[config.mk]
export PLATFORM = sky130hd
export DESIGN_NAME = pe_core
export DESIGN_NICKNAME = d
export VERILOG_FILES = /design/src/source/pe_pkg.sv /design/src/source/pe_if.sv /design/src/source/pe_core.sv /design/src/source/complex_alu.sv /design/src/source/pe_control.sv /design/src/source/data_mem.sv /design/src/source/inst_mem.sv
export VERILOG_INCLUDE_DIRS = /design/src /design/src/source
export SDC_FILE = /design/constraint.sdc
export NUM_CORES = 2
export LEC_CHECK = 0
export BUFFER_PORTS_ARGS = -buffer_cell sky130_fd_sc_hd__buf_2
export CORE_UTILIZATION = 43
export CTS_CLUSTER_SIZE = 40
export DETAILED_ROUTE_END_ITERATION = 8
export GPL_ROUTABILITY_DRIVEN = 0
export SLEW_MARGIN = 20
export SYNTH_ARGS = -nofsm -noshare
export SYNTH_HDL_FRONTEND = slang
export SYNTH_SLANG_ARGS = --single-unit
[constraint.sdc]
create_clock -name clk -period 9.4 [get_ports clk]
set_input_delay 1.88 -clock clk [delete_from_list [all_inputs] [get_ports clk]]
set_output_delay 1.88 -clock clk [all_outputs]
set_load 0.005 [all_outputs]
[src/source/pe_defs.svh]
`ifndef PE_DEFS_SVH
`define PE_DEFS_SVH

// component width, real and imaginary each
`define PE_DATA_WIDTH 16

// one instruction word
`define PE_INST_WIDTH 16

// register file
`define PE_REG_NUM 16
`define PE_REG_ADDR_WIDTH 4

// instruction store and program counter
`define PE_IMEM_DEPTH 16
`define PE_PC_WIDTH 4

`endif
[src/source/pe_pkg.sv]
`include "pe_defs.svh"

package pe_pkg;

    // complex operand, re in the upper half
    typedef struct packed {
        logic [`PE_DATA_WIDTH-1:0] re;
        logic [`PE_DATA_WIDTH-1:0] im;
    } cplx_t;

    // opcodes, codes 6 and 7 decode as nop
    typedef enum logic [2:0] {
        OP_NOP  = 3'd0,
        OP_ADD  = 3'd1,
        OP_SUB  = 3'd2,
        OP_MUL  = 3'd3,
        // a times conj(b)
        OP_CMUL = 3'd4,
        OP_HALT = 3'd5
    } op_e;

    // instruction word, msb first
    typedef struct packed {
        op_e                           op;
        logic                          out_en;
        logic [`PE_REG_ADDR_WIDTH-1:0] dst;
        logic [`PE_REG_ADDR_WIDTH-1:0] src_a;
        logic [`PE_REG_ADDR_WIDTH-1:0] src_b;
    } inst_t;

endpackage

[src/source/pe_if.sv]
`timescale 1ns/1ps
`include "pe_defs.svh"

// register file read, two ports
interface pe_rf_if;
    logic [`PE_REG_ADDR_WIDTH-1:0] rd_addr_a;
    logic [`PE_REG_ADDR_WIDTH-1:0] rd_addr_b;
    pe_pkg::cplx_t                 rd_a;
    pe_pkg::cplx_t                 rd_b;

    modport ctrl (output rd_addr_a, rd_addr_b, input rd_a, rd_b);
    modport mem (input rd_addr_a, rd_addr_b, output rd_a, rd_b);
endinterface

// issue from control into the alu pipe
interface pe_issue_if;
    logic                          issue_v;
    pe_pkg::op_e                   op;
    logic [`PE_REG_ADDR_WIDTH-1:0] dst;
    logic                          out_en;
    logic                          halt;
    pe_pkg::cplx_t                 a;
    pe_pkg::cplx_t                 b;

    modport ctrl (output issue_v, op, dst, out_en, halt, a, b);
    modport alu (input issue_v, op, dst, out_en, halt, a, b);
endinterface

[src/source/pe_core.sv]
`timescale 1ns/1ps
`include "pe_defs.svh"

module pe_core (
    input  logic                      clk,
    input  logic                      arst_n,
    input  logic                      din_v,
    input  logic [`PE_DATA_WIDTH-1:0] din_re,
    input  logic [`PE_DATA_WIDTH-1:0] din_im,
    input  logic                      inst_in_v,
    input  logic [`PE_INST_WIDTH-1:0] inst_in,
    input  logic                      start,
    output logic                      dout_v,
    output logic [`PE_DATA_WIDTH-1:0] dout_re,
    output logic [`PE_DATA_WIDTH-1:0] dout_im,
    output logic                      fwd_v,
    output logic [`PE_DATA_WIDTH-1:0] fwd_re,
    output logic [`PE_DATA_WIDTH-1:0] fwd_im,
    output logic                      done,
    output logic                      busy
);

    pe_pkg::inst_t                 inst;
    pe_pkg::cplx_t                 fwd;
    pe_pkg::cplx_t                 wb_data;
    logic [`PE_REG_ADDR_WIDTH-1:0] wb_addr;
    logic                          wb_v;
    logic                          pc_en;
    logic                          pc_clr;

    pe_rf_if    rf ();
    pe_issue_if iss ();

    // program store, pc steered by control
    inst_mem u_inst_mem (
        .clk       (clk),
        .arst_n    (arst_n),
        .inst_in_v (inst_in_v),
        .inst_in   (inst_in),
        .pc_en     (pc_en),
        .pc_clr    (pc_clr),
        .inst      (inst)
    );

    // operands, writeback and forwarding
    data_mem u_data_mem (
        .clk     (clk),
        .arst_n  (arst_n),
        .din_v   (din_v),
        .din     ({din_re, din_im}),
        .wb_v    (wb_v),
        .wb_addr (wb_addr),
        .wb_data (wb_data),
        .rf      (rf.mem),
        .fwd_v   (fwd_v),
        .fwd     (fwd)
    );

    pe_control u_pe_control (
        .clk    (clk),
        .arst_n (arst_n),
        .start  (start),
        .inst   (inst),
        .rf     (rf.ctrl),
        .iss    (iss.ctrl),
        .pc_en  (pc_en),
        .pc_clr (pc_clr),
        .busy   (busy)
    );

    complex_alu u_complex_alu (
        .clk     (clk),
        .arst_n  (arst_n),
        .iss     (iss.alu),
        .wb_v    (wb_v),
        .wb_addr (wb_addr),
        .wb_data (wb_data),
        .dout_v  (dout_v),
        .done    (done)
    );

    // dout carries the writeback value
    assign dout_re = wb_data.re;
    assign dout_im = wb_data.im;
    assign fwd_re  = fwd.re;
    assign fwd_im  = fwd.im;

endmodule

[src/source/complex_alu.sv]
`timescale 1ns/1ps
`include "pe_defs.svh"

module complex_alu (
    input  logic                          clk,
    input  logic                          arst_n,
    pe_issue_if.alu                       iss,
    output logic                          wb_v,
    output logic [`PE_REG_ADDR_WIDTH-1:0] wb_addr,
    output pe_pkg::cplx_t                 wb_data,
    output logic                          dout_v,
    output logic                          done
);

    // stage 1 tags
    logic                          s1_v;
    logic                          s1_halt;
    logic                          s1_out_en;
    logic [`PE_REG_ADDR_WIDTH-1:0] s1_dst;
    logic                          s1_neg_ii;
    logic                          s1_neg_ri;

    // partial products, or sums for add/sub
    logic [`PE_DATA_WIDTH-1:0] p_rr;
    logic [`PE_DATA_WIDTH-1:0] p_ii;
    logic [`PE_DATA_WIDTH-1:0] p_ri;
    logic [`PE_DATA_WIDTH-1:0] p_ir;

    // stage 2 tag
    logic s2_out_en;

    //////////////////////////////
    // valid and halt tags
    //////////////////////////////
    always_ff @(posedge clk or negedge arst_n) begin
        if (!arst_n) begin
            s1_v    <= 1'b0;
            s1_halt <= 1'b0;
            wb_v    <= 1'b0;
            done    <= 1'b0;
        end else begin
            s1_v    <= iss.issue_v;
            s1_halt <= iss.halt;
            wb_v    <= s1_v;
            done    <= s1_halt;
        end
    end

    //////////////////////////////
    // stage 1
    //////////////////////////////
    // low DATA_WIDTH bits kept, everything wraps
    always_ff @(posedge clk) begin
        s1_dst    <= iss.dst;
        s1_out_en <= iss.out_en;
        s1_neg_ii <= (iss.op == pe_pkg::OP_MUL);
        s1_neg_ri <= (iss.op == pe_pkg::OP_CMUL);
        case (iss.op)
            pe_pkg::OP_ADD: begin
                p_rr <= iss.a.re + iss.b.re;
                p_ir <= iss.a.im + iss.b.im;
                p_ii <= '0;
                p_ri <= '0;
            end
            pe_pkg::OP_SUB: begin
                p_rr <= iss.a.re - iss.b.re;
                p_ir <= iss.a.im - iss.b.im;
                p_ii <= '0;
                p_ri <= '0;
            end
            default: begin
                p_rr <= iss.a.re * iss.b.re;
                p_ii <= iss.a.im * iss.b.im;
                p_ri <= iss.a.re * iss.b.im;
                p_ir <= iss.a.im * iss.b.re;
            end
        endcase
    end

    //////////////////////////////
    // stage 2
    //////////////////////////////
    // mul:  re = rr - ii, im = ir + ri
    // cmul: re = rr + ii, im = ir - ri
    always_ff @(posedge clk) begin
        wb_addr   <= s1_dst;
        s2_out_en <= s1_out_en;
        wb_data.re <= s1_neg_ii ? (p_rr - p_ii) : (p_rr + p_ii);
        wb_data.im <= s1_neg_ri ? (p_ir - p_ri) : (p_ir + p_ri);
    end

    // results with out_en clear only go to the register file
    assign dout_v = wb_v && s2_out_en;

endmodule

[src/source/pe_control.sv]
`timescale 1ns/1ps

module pe_control (
    input  logic          clk,
    input  logic          arst_n,
    input  logic          start,
    input  pe_pkg::inst_t inst,
    pe_rf_if.ctrl         rf,
    pe_issue_if.ctrl      iss,
    output logic          pc_en,
    output logic          pc_clr,
    output logic          busy
);

    // fetch issues the program, run drains the alu after halt
    typedef enum logic [1:0] {
        ST_IDLE,
        ST_FETCH,
        ST_RUN
    } state_e;

    state_e state_q;
    state_e state_d;
    logic   drain_q;
    logic   in_fetch;
    logic   is_arith;
    logic   is_halt;

    //////////////////////////////
    // decode
    //////////////////////////////
    assign in_fetch = (state_q == ST_FETCH);
    assign is_halt  = (inst.op == pe_pkg::OP_HALT);
    assign is_arith = inst.op inside {pe_pkg::OP_ADD, pe_pkg::OP_SUB,
                                      pe_pkg::OP_MUL, pe_pkg::OP_CMUL};

    // operand fetch straight from the word
    assign rf.rd_addr_a = inst.src_a;
    assign rf.rd_addr_b = inst.src_b;

    assign busy = (state_q != ST_IDLE);

    //////////////////////////////
    // sequencing
    //////////////////////////////
    always_comb begin
        state_d = state_q;
        pc_en   = 1'b0;
        pc_clr  = 1'b0;
        case (state_q)
            ST_IDLE: begin
                // start while busy never gets here
                if (start) begin
                    pc_clr  = 1'b1;
                    state_d = ST_FETCH;
                end
            end
            ST_FETCH: begin
                if (is_halt) begin
                    state_d = ST_RUN;
                end else begin
                    pc_en = 1'b1;
                end
            end
            ST_RUN: begin
                // two cycles, halt tag reaches the end of the pipe
                if (drain_q) begin
                    state_d = ST_IDLE;
                end
            end
            default: begin
                state_d = ST_IDLE;
            end
        endcase
    end

    always_ff @(posedge clk or negedge arst_n) begin
        if (!arst_n) begin
            state_q     <= ST_IDLE;
            drain_q     <= 1'b0;
            iss.issue_v <= 1'b0;
            iss.halt    <= 1'b0;
        end else begin
            state_q     <= state_d;
            drain_q     <= (state_q == ST_RUN) && !drain_q;
            // nop and undefined codes leave a bubble
            iss.issue_v <= in_fetch && is_arith;
            iss.halt    <= in_fetch && is_halt;
        end
    end

    // operands and tags
    always_ff @(posedge clk) begin
        iss.op     <= inst.op;
        iss.dst    <= inst.dst;
        iss.out_en <= inst.out_en;
        iss.a      <= rf.rd_a;
        iss.b      <= rf.rd_b;
    end

endmodule

[src/source/data_mem.sv]
`timescale 1ns/1ps
`include "pe_defs.svh"

module data_mem (
    input  logic                          clk,
    input  logic                          arst_n,
    input  logic                          din_v,
    input  pe_pkg::cplx_t                 din,
    input  logic                          wb_v,
    input  logic [`PE_REG_ADDR_WIDTH-1:0] wb_addr,
    input  pe_pkg::cplx_t                 wb_data,
    pe_rf_if.mem                          rf,
    output logic                          fwd_v,
    output pe_pkg::cplx_t                 fwd
);

    pe_pkg::cplx_t regs [`PE_REG_NUM];

    logic [`PE_REG_ADDR_WIDTH:0]   ld_cnt;
    logic [`PE_REG_ADDR_WIDTH-1:0] ld_addr;
    logic                          ld_full;

    assign ld_addr = ld_cnt[`PE_REG_ADDR_WIDTH-1:0];
    assign ld_full = (ld_cnt == `PE_REG_NUM);

    //////////////////////////////
    // load counter and forward
    //////////////////////////////
    always_ff @(posedge clk or negedge arst_n) begin
        if (!arst_n) begin
            ld_cnt <= '0;
            fwd_v  <= 1'b0;
        end else begin
            if (din_v && !ld_full) begin
                ld_cnt <= ld_cnt + 1'b1;
            end
            // once full, everything goes to the next element
            fwd_v <= din_v && ld_full;
        end
    end

    always_ff @(posedge clk) begin
        if (din_v && ld_full) begin
            fwd <= din;
        end
    end

    //////////////////////////////
    // register file writes
    //////////////////////////////
    // writeback is last, so it wins on the same register
    always_ff @(posedge clk) begin
        if (din_v && !ld_full) begin
            regs[ld_addr] <= din;
        end
        if (wb_v) begin
            regs[wb_addr] <= wb_data;
        end
    end

    // reads see a writeback landing on this edge
    always_comb begin
        rf.rd_a = regs[rf.rd_addr_a];
        rf.rd_b = regs[rf.rd_addr_b];
        if (wb_v && (wb_addr == rf.rd_addr_a)) begin
            rf.rd_a = wb_data;
        end
        if (wb_v && (wb_addr == rf.rd_addr_b)) begin
            rf.rd_b = wb_data;
        end
    end

endmodule

[src/source/inst_mem.sv]
`timescale 1ns/1ps
`include "pe_defs.svh"

module inst_mem (
    input  logic          clk,
    input  logic          arst_n,
    input  logic          inst_in_v,
    input  pe_pkg::inst_t inst_in,
    input  logic          pc_en,
    input  logic          pc_clr,
    output pe_pkg::inst_t inst
);

    pe_pkg::inst_t mem [`PE_IMEM_DEPTH];

    // one extra bit so the count can reach depth
    logic [`PE_PC_WIDTH:0]   ld_cnt;
    logic                    ld_full;
    logic [`PE_PC_WIDTH-1:0] pc;
    logic [`PE_PC_WIDTH-1:0] pc_nxt;

    assign ld_full = (ld_cnt == `PE_IMEM_DEPTH);

    //////////////////////////////
    // serial load
    //////////////////////////////
    always_ff @(posedge clk or negedge arst_n) begin
        if (!arst_n) begin
            ld_cnt <= '0;
        end else if (inst_in_v && !ld_full) begin
            ld_cnt <= ld_cnt + 1'b1;
        end
    end

    // words past the last entry are dropped
    always_ff @(posedge clk) begin
        if (inst_in_v && !ld_full) begin
            mem[ld_cnt[`PE_PC_WIDTH-1:0]] <= inst_in;
        end
    end

    //////////////////////////////
    // program counter
    //////////////////////////////
    always_comb begin
        pc_nxt = pc;
        if (pc_clr) begin
            pc_nxt = '0;
        end else if (pc_en) begin
            pc_nxt = pc + 1'b1;
        end
    end

    always_ff @(posedge clk or negedge arst_n) begin
        if (!arst_n) begin
            pc <= '0;
        end else begin
            pc <= pc_nxt;
        end
    end

    // read at next pc, so inst lines up with pc
    always_ff @(posedge clk) begin
        inst <= mem[pc_nxt];
    end

endmodule

==> out/metrics.csv <==
metric;value;unit
RSZ-0062 raised after global routing;no;
routed via count;42900;
Worst-Margin Slew;1.086;ns
CTS Sinks;1020;
Nets;5906;
maxcap violations;0;
die height;395.1;um
sum of negative setup slack;0;ns
Setup CP Type;reg -> reg;
Post-synth EDFFs;800;
Worst Setup SP;u_pe_control.iss.b[6];
fraction of layout cells with a size suffix above 1;0.2587;
Core Rows;143;
Synth area leader;edfxtp_1;
flop-to-flop setup slack;3.43;ns
CP Data Required Time;9.99;ns
final setup fails;0;
synth warn;0;
Yosys top cell area share;0.3615;
post_cts resized;0;
Die ar.;0.1561;mm^2
final HPWL from detailed placement;118300;um
average cell area after synthesis;12.61;um^2
Tmin final;5.971;ns
Clock Tree Buf Depth;3;
first-pass GRT wire length;290600;um
final wirelength;194800;um
most frequent cells in the layout;edfxtp_1, nand2_1, mux2_2, inv_1, fa_1;
Synth Register Bits;1020;
Max Fanout on Critical Path;22;
initial detailed-routing violation count;3550;
Setup crit end kind;register;
Critical Path AT;6.56;ns
Worst Reg2Reg Path Length in Cells;16;
Seq/Total Area, Yosys;0.4296;
hold crit path type;reg -> reg;
Avg Vias per Cell;5.802;
Core ar.;0.1526;mm^2
Post-CTS Hold Fix Bufs;0;
Pre-antenna DRT Iters;5;
number of global-route vias before repair;44680;
Overflow after GRT;0;
PortBufs;120;
Post-Syn Nets;5916;
Distinct cells, synth;72;
Max-slew headroom;0.2762;
most common cell after layout, fill and taps aside;edfxtp_1;
CP endpoint;u_complex_alu.p_ri[14];
main flop type after synthesis;edfxtp_1;
Initial Utilization;0.4354;
io pins;121;
CTS tree;done;
clock buffer count from CTS;114;
Layout area overhead;10.15;%
die width;395.1;um
Synth area leaders;edfxtp_1, mux4_2, fa_1;
pin count of the biggest net entering global routing;71;
Setup Skew;0.1343;ns
WL per Instance;26.35;um
final antenna-violating net count;0;
clk root buf;clkbuf_16;
Max Slew Vio Count;0;
post-synthesis cell area;0.06645;mm^2
Post-synth ARST share;0.02353;
number of setup buffers added after CTS;0;
Residual DRC;0;
worst r2r src;u_pe_control.iss.b[6];
max frequency;0.1675;GHz
Tcrit/Tclk final;0.6352;
H-Tree Depth;3;
startpoint class of the critical path;register;
gr usage total;0.2505;
antenna violations before repair;13;
Clk Latency, worst-skew pair;0.82;ns
synthesized instance count;5268;
status;completed;
worst r2r dst;u_complex_alu.p_ri[14];
Final Hold Fails;0;
Clk pin slew, worst setup/hold paths;0.06;ns
## area by class of cell
class                   instances  area [um^2]
fillers                     13460        79420
multi-input cells            3406        34880
flip-flops and latches       1020        28570
clock buffers                 146         3073
well taps                    2030         2540
inverters                     477         1792
repair buffers                239         1494
clock inverters                70        828.3
diodes                          5        12.51
## cells in the mapped netlist, types with 10 or more instances
cell      count
buf_6        12
dfrtp_1      24
edfxtp_1    800
nor2_1      127
buf_2        69
or3_1        15
ha_1        271
mux2_2      576
nand2b_1     21
nor3b_1      11
buf_1        10
nand2_1     609
nor2b_1      18
nor3_1       31
xor2_1       80
xnor2_1     200
clkbuf_1    268
a311oi_1     50
a21o_1       29
and3_1       36
nand3_1      76
fa_1        324
inv_1       476
o21ai_0      63
dfxtp_1     196
a21oi_1     101
and2_1      280
o21a_1       15
mux4_2      311
a31oi_1      22
## per-stage QoR
step / instances / area, um^2 / utilization / hold slack (ns) / setup slack (ns)
after floorplan: 5268 / 66450 / - / 0.3096 / 3.736
after global placement: 7172 / 69280 / 0.4539 / 0.3129 / 3.547
after detailed placement: 7172 / 69280 / 0.4539 / 0.3121 / 3.478
after CTS: 7388 / 73180 / 0.4795 / 0.3237 / 3.461
after global routing: 7390 / 73190 / 0.4795 / 0.3266 / 3.198
final: 7393 / 73200 / 0.4796 / 0.3223 / 3.429
## flip-flops by register name, summed over array words and instances (netlist names), 32 cells and up
name and cells:
u_pe_control.iss.b 32, u_complex_alu.wb_data 32, u_data_mem.regs 512, u_inst_mem.mem 256
u_data_mem.fwd 32, u_pe_control.iss.a 32
## metal layers
| metal | up-vias | track usage | wire (um) |
|---|---|---|---|
| li1 | 18610 | - | - |
| met5 | - | 0 | 41 |
| met2 | 1648 | 0.4253 | 95720 |
| met1 | 22280 | 0.3271 | 79360 |
| met4 | 6 | 0.08541 | 6464 |
| met3 | 358 | 0.03641 | 13250 |
## worst max-delay path: stages, from the launching register on
cell and delay, ns:
dfxtp_1 1.02, nand2_1 0.16, fa_1 0.49, fa_1 0.49, inv_1 0.05, fa_1 0.50, inv_1 0.05, fa_1 0.56
fa_1 0.44, fa_1 0.49, inv_1 0.04, ha_1 0.33, and2_1 0.18, a31o_2 0.21, a211o_1 0.29, a211o_1 0.32
a31o_2 0.24
## cell families (layout without fill, tap and decap cells)
kind of cell,count (synthesis),count (layout),share of synthesized area
and+or+nand+nor,1268,1268,0.09072
AOI/OAI and AO/OA,361,361,0.03570
adders and majority gates,595,595,0.1486
other,0,5,0
DFF,1020,1020,0.4296
xor gates and xnor gates,280,280,0.03691
buffers and inverters,842,932,0.05093
muxes,902,902,0.2075
## how the worst min path moves through the flow
stage / startpoint / end / slack, ns / depth (start not counted)
after global placement: u_pe_control.iss.dst[1] / u_complex_alu.s1_dst[1] / 0.31 / 0
after detailed placement: u_complex_alu.s1_out_en / u_complex_alu.s2_out_en / 0.31 / 0
after floorplan: u_pe_control.iss.dst[0] / u_complex_alu.s1_dst[0] / 0.31 / 0
after CTS: u_pe_control.iss.dst[3] / u_complex_alu.s1_dst[3] / 0.32 / 0
final: u_pe_control.iss.dst[3] / u_complex_alu.s1_dst[3] / 0.32 / 0
after global routing: u_pe_control.iss.dst[3] / u_complex_alu.s1_dst[3] / 0.33 / 0
Power is left out: the tool's default activity adds up to more than one toggle a clock period on the data nets, which glitch-free logic cannot reach.
